`src/hdl/adpcm_pkg.sv`:
```
package adpcm_pkg;

	// ====================
	// Address widths
	// ====================

	// Sample memory is 32 MB, byte addressed
	localparam int BYTE_ADDR_W = 25;
	// Memory port is 16 bits wide, so bit 0 selects the byte
	localparam int WORD_ADDR_W = BYTE_ADDR_W - 1;

	// ====================
	// Load index range
	// ====================

	// ROM indexes 16 to 63 carry the ADPCM sample images
	// Upper bound needs 7 bits since the index itself is only 6 bits
	localparam logic [6:0] INDEX_VROMS = 7'd16;
	localparam logic [6:0] INDEX_CROMS = 7'd64;

	// Each index step moves the load base by 512 KB
	localparam int VROM_SLOT_BITS = 19;

	typedef logic [BYTE_ADDR_W-1:0] byte_addr_t;
	typedef logic [WORD_ADDR_W-1:0] word_addr_t;

	// ====================
	// Latched read address
	// ====================

	// Channel A view: 16 banks of 1 MB in the low 16 MB
	typedef struct packed {
		logic        zero;
		logic [3:0]  bank;
		logic [19:0] offset;
	} sample_addr_a_t;

	// Channel B view: region bit picks the upper or lower 16 MB
	// Region is the inverse of use_pcm
	typedef struct packed {
		logic        region;
		logic [23:0] offset;
	} sample_addr_b_t;

	// One latch, decoded per channel
	typedef union packed {
		byte_addr_t     full;
		sample_addr_a_t a;
		sample_addr_b_t b;
	} sample_addr_u;

	// ====================
	// Memory handshakes
	// ====================

	// Toggle request: pending while toggle differs from the ack
	typedef struct packed {
		logic       toggle;
		word_addr_t addr;
	} mem_rd_req_t;

	// Data is valid in the cycle the ack catches up
	typedef struct packed {
		logic        ack;
		logic [15:0] data;
	} mem_rd_rsp_t;

	typedef struct packed {
		logic        toggle;
		word_addr_t  addr;
		logic [15:0] data;
	} mem_wr_req_t;

	// Host download bus
	typedef struct packed {
		logic        download;
		logic        wr;
		byte_addr_t  addr;
		logic [5:0]  index;
		logic [15:0] data;
	} ioctl_t;

endpackage

```
`src/hdl/adpcm_roe_detect.sv`:
```
module adpcm_roe_detect (
	input  logic clk_sys,
	input  logic nBNKB,
	// Output enable strobe from the sound chip, active low
	input  logic roe_n,
	// One-cycle grant from the arbiter
	input  logic take,
	output logic pend
);

	// Last two samples of roe_n, oldest in bit 1
	logic [1:0] roe_hist;
	// High-then-low pattern in the history
	logic       roe_fall;

	assign roe_fall = (roe_hist == 2'b10);

	// ====================
	// Edge history
	// ====================

	always_ff @(posedge clk_sys or negedge nBNKB)
	begin
		if (!nBNKB)
		begin
			// Strobe idles high, so start from the idle pattern
			roe_hist <= 2'b11;
		end
		else
		begin
			roe_hist <= {roe_hist[0], roe_n};
		end
	end

	// ====================
	// Pending request
	// ====================

	always_ff @(posedge clk_sys or negedge nBNKB)
	begin
		if (!nBNKB)
		begin
			pend <= 1'b0;
		end
		else if (roe_fall)
		begin
			// New edge wins over a take in the same cycle
			// Edges while already pending merge into one request
			pend <= 1'b1;
		end
		else if (take)
		begin
			pend <= 1'b0;
		end
	end

endmodule

```
`src/hdl/adpcm_read_arbiter.sv`:
```
module adpcm_read_arbiter (
	input  logic                   clk_sys,
	input  logic                   nBNKB,
	// Pending strobes from the two edge detectors
	input  logic                   pend_a,
	input  logic                   pend_b,
	output logic                   take_a,
	output logic                   take_b,
	// Sample address sources
	input  logic                   use_pcm,
	input  logic [3:0]             adpcma_bank,
	input  logic [19:0]            adpcma_addr,
	input  logic [23:0]            adpcmb_addr,
	// Memory read port
	output adpcm_pkg::mem_rd_req_t rd_req,
	input  adpcm_pkg::mem_rd_rsp_t rd_rsp,
	// Byte registers read back by the sound chip
	output logic [7:0]             adpcma_data,
	output logic [7:0]             adpcmb_data
);

	import adpcm_pkg::*;

	// Request toggle that is pending while it differs from the ack
	logic         rd_toggle;
	// Channel that owns the outstanding read
	logic         wait_a;
	logic         wait_b;
	logic         busy;
	logic         grant_a;
	logic         grant_b;
	logic         rd_done;
	// Address of the outstanding read
	sample_addr_u addr_q;
	// Byte picked out of the returned word
	logic [7:0]   ret_byte;

	// ====================
	// Grant
	// ====================

	assign busy = wait_a | wait_b;

	// B goes first since it may run faster than A
	assign grant_b = pend_b & ~busy;
	assign grant_a = pend_a & ~pend_b & ~busy;

	assign take_a = grant_a;
	assign take_b = grant_b;

	// Ack has caught up with the request
	assign rd_done = busy & (rd_toggle == rd_rsp.ack);

	// Odd byte address reads the high half
	assign ret_byte = addr_q.full[0] ? rd_rsp.data[15:8] : rd_rsp.data[7:0];

	// Word address drops the byte select
	assign rd_req = '{toggle: rd_toggle, addr: addr_q.full[BYTE_ADDR_W-1:1]};

	// ====================
	// Handshake state
	// ====================

	always_ff @(posedge clk_sys or negedge nBNKB)
	begin
		if (!nBNKB)
		begin
			rd_toggle <= 1'b0;
			wait_a <= 1'b0;
			wait_b <= 1'b0;
		end
		else
		begin
			// Launch a read by moving away from the ack
			if (grant_a | grant_b)
			begin
				rd_toggle <= ~rd_rsp.ack;
			end

			if (grant_b)
			begin
				wait_b <= 1'b1;
			end
			else if (grant_a)
			begin
				wait_a <= 1'b1;
			end

			// Only one owner at a time so both clear together
			if (rd_done)
			begin
				wait_a <= 1'b0;
				wait_b <= 1'b0;
			end
		end
	end

	// Address latch, held steady until the read completes
	always_ff @(posedge clk_sys or negedge nBNKB)
	begin
		if (!nBNKB)
		begin
			addr_q.full <= '0;
		end
		else if (grant_b)
		begin
			addr_q.b <= '{region: ~use_pcm, offset: adpcmb_addr};
		end
		else if (grant_a)
		begin
			addr_q.a <= '{zero: 1'b0, bank: adpcma_bank, offset: adpcma_addr};
		end
	end

	// ====================
	// Return steering
	// ====================

	always_ff @(posedge clk_sys or negedge nBNKB)
	begin
		if (!nBNKB)
		begin
			adpcma_data <= 8'h00;
			adpcmb_data <= 8'h00;
		end
		else if (rd_done)
		begin
			if (wait_a)
			begin
				adpcma_data <= ret_byte;
			end
			if (wait_b)
			begin
				adpcmb_data <= ret_byte;
			end
		end
	end

endmodule

```
`src/hdl/adpcm_load_writer.sv`:
```
module adpcm_load_writer (
	input  logic                   clk_sys,
	input  logic                   nBNKB,
	// Host download bus
	input  adpcm_pkg::ioctl_t      ioctl,
	output logic                   ioctl_wait,
	// Memory write port
	output adpcm_pkg::mem_wr_req_t wr_req,
	input  logic                   we_ack
);

	import adpcm_pkg::*;

	logic        loading;
	logic        loading_q;
	logic        load_start;
	// Sample slot counted from the first sample index
	logic [5:0]  slot;
	byte_addr_t  load_addr;
	logic        wr_toggle;
	word_addr_t  wr_addr;
	logic [15:0] wr_data;

	// ====================
	// Address mapping
	// ====================

	// Only sample ROM indexes go to this memory
	assign loading = ioctl.download
		& ({1'b0, ioctl.index} >= INDEX_VROMS)
		& ({1'b0, ioctl.index} < INDEX_CROMS);
	assign load_start = loading & ~loading_q;

	// 512 KB per index step
	assign slot = ioctl.index - INDEX_VROMS[5:0];
	assign load_addr = ioctl.addr + (byte_addr_t'(slot) << VROM_SLOT_BITS);

	assign wr_req = '{toggle: wr_toggle, addr: wr_addr, data: wr_data};

	// ====================
	// Write handshake
	// ====================

	always_ff @(posedge clk_sys or negedge nBNKB)
	begin
		if (!nBNKB)
		begin
			loading_q <= 1'b0;
			wr_toggle <= 1'b0;
			ioctl_wait <= 1'b0;
		end
		else
		begin
			loading_q <= loading;
			if (loading & ioctl.wr)
			begin
				// A write in the first loading cycle flips from the cleared value
				wr_toggle <= load_start ? 1'b1 : ~wr_toggle;
				ioctl_wait <= 1'b1;
			end
			else if (load_start)
			begin
				wr_toggle <= 1'b0;
			end
			else if (ioctl_wait & (wr_toggle == we_ack))
			begin
				// Host may send the next word
				ioctl_wait <= 1'b0;
			end
		end
	end

	// Word and data held for the memory until the ack
	always_ff @(posedge clk_sys or negedge nBNKB)
	begin
		if (!nBNKB)
		begin
			wr_addr <= '0;
			wr_data <= 16'h0000;
		end
		else if (loading & ioctl.wr)
		begin
			wr_addr <= load_addr[BYTE_ADDR_W-1:1];
			wr_data <= ioctl.data;
		end
	end

endmodule

```
`src/hdl/adpcm_fetch.sv`:
```
module adpcm_fetch (
	input  logic                   clk_sys,
	input  logic                   nBNKB,
	// Sound chip side
	input  logic                   use_pcm,
	input  logic                   adpcma_roe_n,
	input  logic                   adpcmb_roe_n,
	input  logic [3:0]             adpcma_bank,
	input  logic [19:0]            adpcma_addr,
	input  logic [23:0]            adpcmb_addr,
	output logic [7:0]             adpcma_data,
	output logic [7:0]             adpcmb_data,
	// Host download side
	input  adpcm_pkg::ioctl_t      ioctl,
	output logic                   ioctl_wait,
	// External sample memory
	output adpcm_pkg::mem_rd_req_t rd_req,
	input  adpcm_pkg::mem_rd_rsp_t rd_rsp,
	output adpcm_pkg::mem_wr_req_t wr_req,
	input  logic                   we_ack
);

	// Pending strobes and their grants
	logic pend_a;
	logic pend_b;
	logic take_a;
	logic take_b;

	// ====================
	// Strobe edge detect
	// ====================

	adpcm_roe_detect roe_a_inst (
		.clk_sys (clk_sys),
		.nBNKB   (nBNKB),
		.roe_n   (adpcma_roe_n),
		.take    (take_a),
		.pend    (pend_a)
	);

	adpcm_roe_detect roe_b_inst (
		.clk_sys (clk_sys),
		.nBNKB   (nBNKB),
		.roe_n   (adpcmb_roe_n),
		.take    (take_b),
		.pend    (pend_b)
	);

	// Read path, one outstanding read shared by both channels
	adpcm_read_arbiter arbiter_inst (
		.clk_sys     (clk_sys),
		.nBNKB       (nBNKB),
		.pend_a      (pend_a),
		.pend_b      (pend_b),
		.take_a      (take_a),
		.take_b      (take_b),
		.use_pcm     (use_pcm),
		.adpcma_bank (adpcma_bank),
		.adpcma_addr (adpcma_addr),
		.adpcmb_addr (adpcmb_addr),
		.rd_req      (rd_req),
		.rd_rsp      (rd_rsp),
		.adpcma_data (adpcma_data),
		.adpcmb_data (adpcmb_data)
	);

	// ====================
	// Sample ROM loader
	// ====================

	adpcm_load_writer writer_inst (
		.clk_sys    (clk_sys),
		.nBNKB      (nBNKB),
		.ioctl      (ioctl),
		.ioctl_wait (ioctl_wait),
		.wr_req     (wr_req),
		.we_ack     (we_ack)
	);

endmodule

```
`config.mk`:
```
export PLATFORM = sky130hd
export DESIGN_NAME = adpcm_fetch
export DESIGN_NICKNAME = d
export VERILOG_FILES = /design/src/hdl/adpcm_pkg.sv /design/src/hdl/adpcm_roe_detect.sv /design/src/hdl/adpcm_read_arbiter.sv /design/src/hdl/adpcm_load_writer.sv /design/src/hdl/adpcm_fetch.sv
export SDC_FILE = /design/constraint.sdc
export NUM_CORES = 1
export LEC_CHECK = 0
export ABC_AREA = 0
export BUFFER_PORTS_ARGS = -buffer_cell sky130_fd_sc_hd__buf_2
export CAP_MARGIN = 20
export CELL_PAD_IN_SITES_DETAIL_PLACEMENT = 0
export CELL_PAD_IN_SITES_GLOBAL_PLACEMENT = 1
export CORE_ASPECT_RATIO = 1.75
export CORE_MARGIN = 3
export CORE_UTILIZATION = 34
export CTS_CLUSTER_SIZE = 40
export DETAILED_ROUTE_END_ITERATION = 16
export PLACE_DENSITY = 0.86
export SLEW_MARGIN = 0
export SYNTH_ARGS = -nofsm -noshare
export SYNTH_HDL_FRONTEND = slang
export SYNTH_SLANG_ARGS = --single-unit
```
`constraint.sdc`:
```
create_clock -name clk_sys -period 1.51 [get_ports clk_sys]
set_input_delay 0.151 -clock clk_sys [delete_from_list [all_inputs] [get_ports clk_sys]]
set_output_delay 0.151 -clock clk_sys [all_outputs]
set_load 0.02 [all_outputs]
```
Yosys cells after proc, flatten, opt, wreduce, memory -nomap -nowiden. Index checks and enable logic that the tools add are counted.

Memory bits (writable): 0. Input port bits: 120. Logic and storage cells: 69. Memory bits (read-only): 0. Output and inout port bits: 83. Latch bits: 0. Memories kept: 0. Register bits: 93.

Shift-type cells: 0. Div/mod/pow operators: 0. Add/sub/neg operators: 2. Multiplexer cells: 18. $lt $le $gt $ge: 1. Bitwise logic cells: 16. Equality and inequality tests: 6. Reductions and logical operators: 11. $mul: 0.

Operators with widths (number): $mux 25 (2); $add 25x25->25 (1); $mux 1 (15); $reduce_bool 2->1 (7); $and 1x1->1 (8); $mux 8 (1); $reduce_and 2->1 (4); $ge 6x5->1 const B (1); $not 1->1 (6); $sub 6x5->6 const B (1); $eq 2x2->1 const B (2); $ne 2x2->1 const B (2); $eq 1x1->1 (2); $or 1x1->1 (2).

Logic depth before layout (Yosys ltp).
Depth after elaboration: 6. Depth in mapped cells: 8. Depth with buffers taken out: 7.

By module. A second synthesis with hierarchy kept.

Cells, all modules: 335. Area total of the unflattened synthesis: 4465.5 um2.

Modules (own cells, without submodules): adpcm_read_arbiter (area each 2312.2 um2, times used 1, cells each 199, seq. area each 1101.1 um2); adpcm_load_writer (area each 1958.1 um2, times used 1, cells each 124, seq. area each 1076.0 um2); adpcm_roe_detect (area each 97.6 um2, times used 2, cells each 6, seq. area each 77.6 um2).

Worst setup path after synthesis. No wires, ideal clock.

Path type: input to register. From: in ioctl[16] (netlist bit). To: reg writer_inst.wr_addr[22]. Buffers on the path: 0. Library setup time: 129 ps. Arrival: 1288 ps. Cell stages on the path: 6. Required time: 1381 ps. Slack: 93 ps. Cells stage by stage: ha_1 fa_1 a21o_1 a21oi_1 xor2_1 o21ai_0.

Cells in the longest elaborated chain, start to end: 3. Elaborated cells on any way between the ends: 5. Those cells by class: 2 x add/sub; 1 x order compare; 2 x bitwise.

RTL lines: start, declared (RTL line adpcm_fetch.sv:14) `input adpcm_pkg::ioctl_t ioctl,`; branches (longest 3 deep; another with $add 25x25->25); end signal, assigned (RTL line adpcm_load_writer.sv:83) `wr_addr <= load_addr[BYTE_ADDR_W-1:1];`; end, declared (RTL line adpcm_load_writer.sv:21) `word_addr_t wr_addr;`.

Parallel ways; which one is timed is not known. A chain may end at the register's enable or synchronous reset.

Final worst setup path.
From: reg arbiter_inst.wait_a. To: reg arbiter_inst.addr_q[20] (netlist bit).

Cells in the longest elaborated chain, start to end: 4. Elaborated cells on any way between the ends: 6. Those cells by class: 1 x mux; 4 x bitwise; 1 x reduce/logical.

RTL lines: start, declared (RTL line adpcm_read_arbiter.sv:27) `logic wait_a;`; start signal, assigned (RTL line adpcm_read_arbiter.sv:69) `wait_a <= 1'b0;`; start signal, assigned (RTL line adpcm_read_arbiter.sv:86) `wait_a <= 1'b1;`; start signal, assigned (RTL line adpcm_read_arbiter.sv:92) `wait_a <= 1'b0;`; $or 1x1->1 (*) (RTL line adpcm_read_arbiter.sv:42) `assign busy = wait_a | wait_b;`; $not 1->1 (*) (RTL line adpcm_read_arbiter.sv:45, adpcm_read_arbiter.sv:46); $and 1x1->1 (on tied branches) (RTL line adpcm_read_arbiter.sv:45, adpcm_read_arbiter.sv:46); $mux 25 or $reduce_bool 2->1 (tied branches); end, declared (RTL line adpcm_read_arbiter.sv:34) `sample_addr_u addr_q;`.

Mark *: on every way between the ends. The rest lies on a longest branch, timed or not.

==> results.py <==
metrics = {
    "outcome": {
        "outcome": "complete, no violations",
    },
    "power": {
        "pwr-share-clk_pct": 21.3,
        "power_density_nw_per_um2": 1920,
        "intPower_mw": 6.56,
        "swShare_pct": 39.5,
        "p_leak_nw": 2.85,
        "pwr-share-seq_pct": 35.1,
        "p_sw_mw": 4.28,
        "power_frac_comb_pct": 43.6,
        "vdd_drop_max_uv": 912,
        "power_mw": 10.8,
    },
    "logic_synthesis": {
        "netlist_area_um2": 4130,
        "synth_nets": 473,
        "postSynthAreaPerCell_um2": 11.9,
        "yosysWarnings": 0,
        "synthFlopType": "dfrtp_1",
        "yosys_register_bits": 93,
        "synth_edf_count": 0,
        "synthArstFlopShare_pct": 100,
        "synth_cell_types": 30,
        "synth_cells": 346,
        "ys_seq_area_share_pct": 56.5,
    },
    "critical_path": {
        "cp.arrival_ns": 1.67,
        "worst-r2r-setup-slack_ns": 0.05,
        "max_stage_delay_ns": 0.47,
        "ff2ff_path_depth": 5,
        "cp-start-kind": "flip-flop",
        "crit_slowest_cell": "dfrtp_2",
        "crit_chain": "nor3b_4 > buf_12 > clkbuf_16 > mux2i_1 > o21ai_1",
        "worst_setup_path_end_kind": "flip-flop",
        "reg2reg_to": "arbiter_inst.addr_q[20]",
        "cp_data_required_time_ns": 1.72,
        "crit_path_max_fanout": 10,
        "path_class": "flip-flop to flip-flop",
        "worst-path-buf-inv": 2,
        "cp_top_family": "flip-flops",
        "rr_startpoint": "arbiter_inst.wait_a",
    },
    "sta": {
        "rsz0062_at_grt": "true",
        "fmax_mhz": 684,
        "relSlewSlack_pct": 64.9,
        "fin_skew_ns": 0.00861,
        "setup_ws_ns": 0.0473,
        "holdWs_ns": 0.0173,
        "final-setup-viol-count": 0,
        "min_period_ns": 1.46,
        "final_hold_viol_count": 0,
        "maxSlewViolCount": 0,
        "fin_crit_sh_pct": 96.9,
        "tightest_slew_ns": 0.527,
    },
    "global_routing": {
        "grt_start_max_net_pins": 94,
        "grt_pass1_wl_um": 15600,
        "track_usage_pct": 14.6,
        "grt_overflow_total": 0,
        "grt_pass1_vias": 3277,
        "antenna_found_initial": 0,
    },
    "min_path": {
        "whs_endpoint": "writer_inst.wr_addr[6]",
        "worstHoldStart": "ioctl[29]",
        "hold_depth": 2,
        "min_path_type": "input port to flip-flop",
    },
    "placement": {
        "port_buffers": 201,
        "hpwl_um": 7470,
        "dp_cells": 652,
        "dp_slack_ns": -0.161,
        "place.gp.congestion": 0.767,
    },
    "layout": {
        "nets": 668,
        "diodes": 0,
        "final_core_util_pct": 48.1,
        "final_cell_mix": "buf_2 (200), dfrtp_1 (87), nand2_1 (53)",
        "layout_commonest_cell": "buf_2",
        "fin_cells": 681,
        "drive_above_1_share_pct": 50.4,
        "area_growth_pct": 36.4,
    },
    "clocking": {
        "insertion_delay_ns": 0.33,
        "htree_levels": 3,
        "clockBufferDepth": 2,
        "cts_tree": "done",
        "clk_pin_slew_worst_paths_ns": 0.07,
        "cts_root_buffer": "clkbuf_16",
        "cts_made_buffers": 9,
        "cts_sinks": 93,
    },
    "drt": {
        "avgRoutedWirePerCell_um": 15.4,
        "drcViolationCount": 0,
        "via_per_inst": 4.73,
        "wl_um": 10500,
        "drt_first_pass_iters": 4,
        "dr_total_vias": 3220,
        "postRouteAntennaNets": 0,
        "dr.first_iter.drc_count": 80,
    },
    "die": {
        "design.die.area_um2": 13600,
        "die_h_um": 152,
        "dieWidth_um": 89.3,
        "io_pins": 203,
        "std_cell_rows": 52,
        "start_util_pct": 35.3,
        "core_um2": 11700,
    },
    "flow_run": {
        "drv_cap": 0,
    },
}
[metrics by stage]
step | TNS (ns) | area, µm²
after detailed placement | -4.05 | 5130
after global routing | -0.0518 | 5630
after floorplan | 0 | 4130
after global placement | -1.79 | 5130
final | 0 | 5630
after CTS | 0 | 5510
[worst max-delay path by stage]
stage,to,start,cells after the start
final,arbiter_inst.addr_q[20],arbiter_inst.wait_a,5
after global routing,arbiter_inst.addr_q[12],arbiter_inst.wait_a,5
after CTS,arbiter_inst.addr_q[16],arbiter_inst.wait_a,4
after detailed placement,arbiter_inst.addr_q[16],arbiter_inst.wait_a,3
after global placement,writer_inst.wr_addr[22],ioctl[16],7
after floorplan,writer_inst.wr_addr[22],ioctl[16],6
[state kept, by name, summed over array words and instances, names as in the netlist]
signal,flops
roe_a_inst.pend,1
arbiter_inst.adpcma_data,8
arbiter_inst.wait_b,1
arbiter_inst.wait_a,1
writer_inst.wr_addr,24
roe_a_inst.roe_hist,2
roe_b_inst.pend,1
writer_inst.ioctl_wait,1
arbiter_inst.rd_toggle,1
writer_inst.wr_data,16
writer_inst.wr_toggle,1
arbiter_inst.adpcmb_data,8
roe_b_inst.roe_hist,2
writer_inst.loading_q,1
arbiter_inst.addr_q,25
[layer usage]
layer	part of all wire, %	vias up	wire length, µm	GRT usage, %
li1	-	1544	-	-
met1	37	1509	3860	16.2
met2	55	147	5770	25.9
met3	6.2	20	657	3.47
met4	2.2	0	228	5.68
met5	0	-	0	0
[cell families (layout without fill, tap and decap cells)]
kind of cell	Yosys count	count (layout)	synth area share, %
compound gates	60	60	7.57
xor+xnor	8	8	1.70
fa+ha+maj	7	7	2.30
buf+inv	47	244	7.91
flops	93	93	56.5
mux	68	68	17.6
simple gates	63	66	6.48
[worst register-to-register path, stage by stage, from the launching register on]
cell and delay (ns):
dfrtp_2 0.47, nor3b_4 0.26, buf_12 0.16, clkbuf_16 0.17, mux2i_1 0.21, o21ai_1 0.08
[synth_stat cells, types with 2 or more instances]
cell | number | area (µm²)
ha_1 | 6 | 75.1
a21oi_1 | 4 | 20.0
mux2_2 | 27 | 304
nor3b_2 | 2 | 25.0
dfrtp_1 | 89 | 2230
o21ai_1 | 26 | 130
buf_4 | 27 | 203
o21ai_0 | 26 | 130
mux2i_1 | 32 | 320
inv_1 | 5 | 18.8
clkbuf_1 | 2 | 7.51
a21o_1 | 3 | 22.5
mux2_1 | 9 | 101
buf_2 | 6 | 30.0
xor2_1 | 5 | 43.8
buf_6 | 5 | 56.3
dfstp_2 | 4 | 105
xnor2_1 | 3 | 26.3
nand2_1 | 53 | 199
nor2_1 | 2 | 7.51
[power by group through the flow]
stage	combinational, mW	clock, mW	sequential (mW)
after floorplan	2.86	0	4.28
after detailed placement	4.23	0	3.83
final	4.72	2.31	3.81
after CTS	4.35	2.38	3.81
after global routing	5.17	2.48	3.92
after global placement	4.11	0	3.80
[final cells by class]
class                   instances  area [µm²]
clock buffers                  10         239
clock inverters                 6        68.8
fillers                      1114        6080
inverters                       6        22.5
multi-input cells             209        1520
flip-flops and latches         93        2330
well taps                     135         169
repair buffers                222        1280
[what timing repair did]
action / CTS / global route
resized for setup: 2 / 5
cloned: 1 / 4
buffers inserted: 1 / 3
hold buffers: 4 / 0
pin swaps: 2 / 5
endpoints found under the hold margin: 92 / 0
endpoints found under the setup margin: 24 / 27
Power figures use the tool's default switching activity.
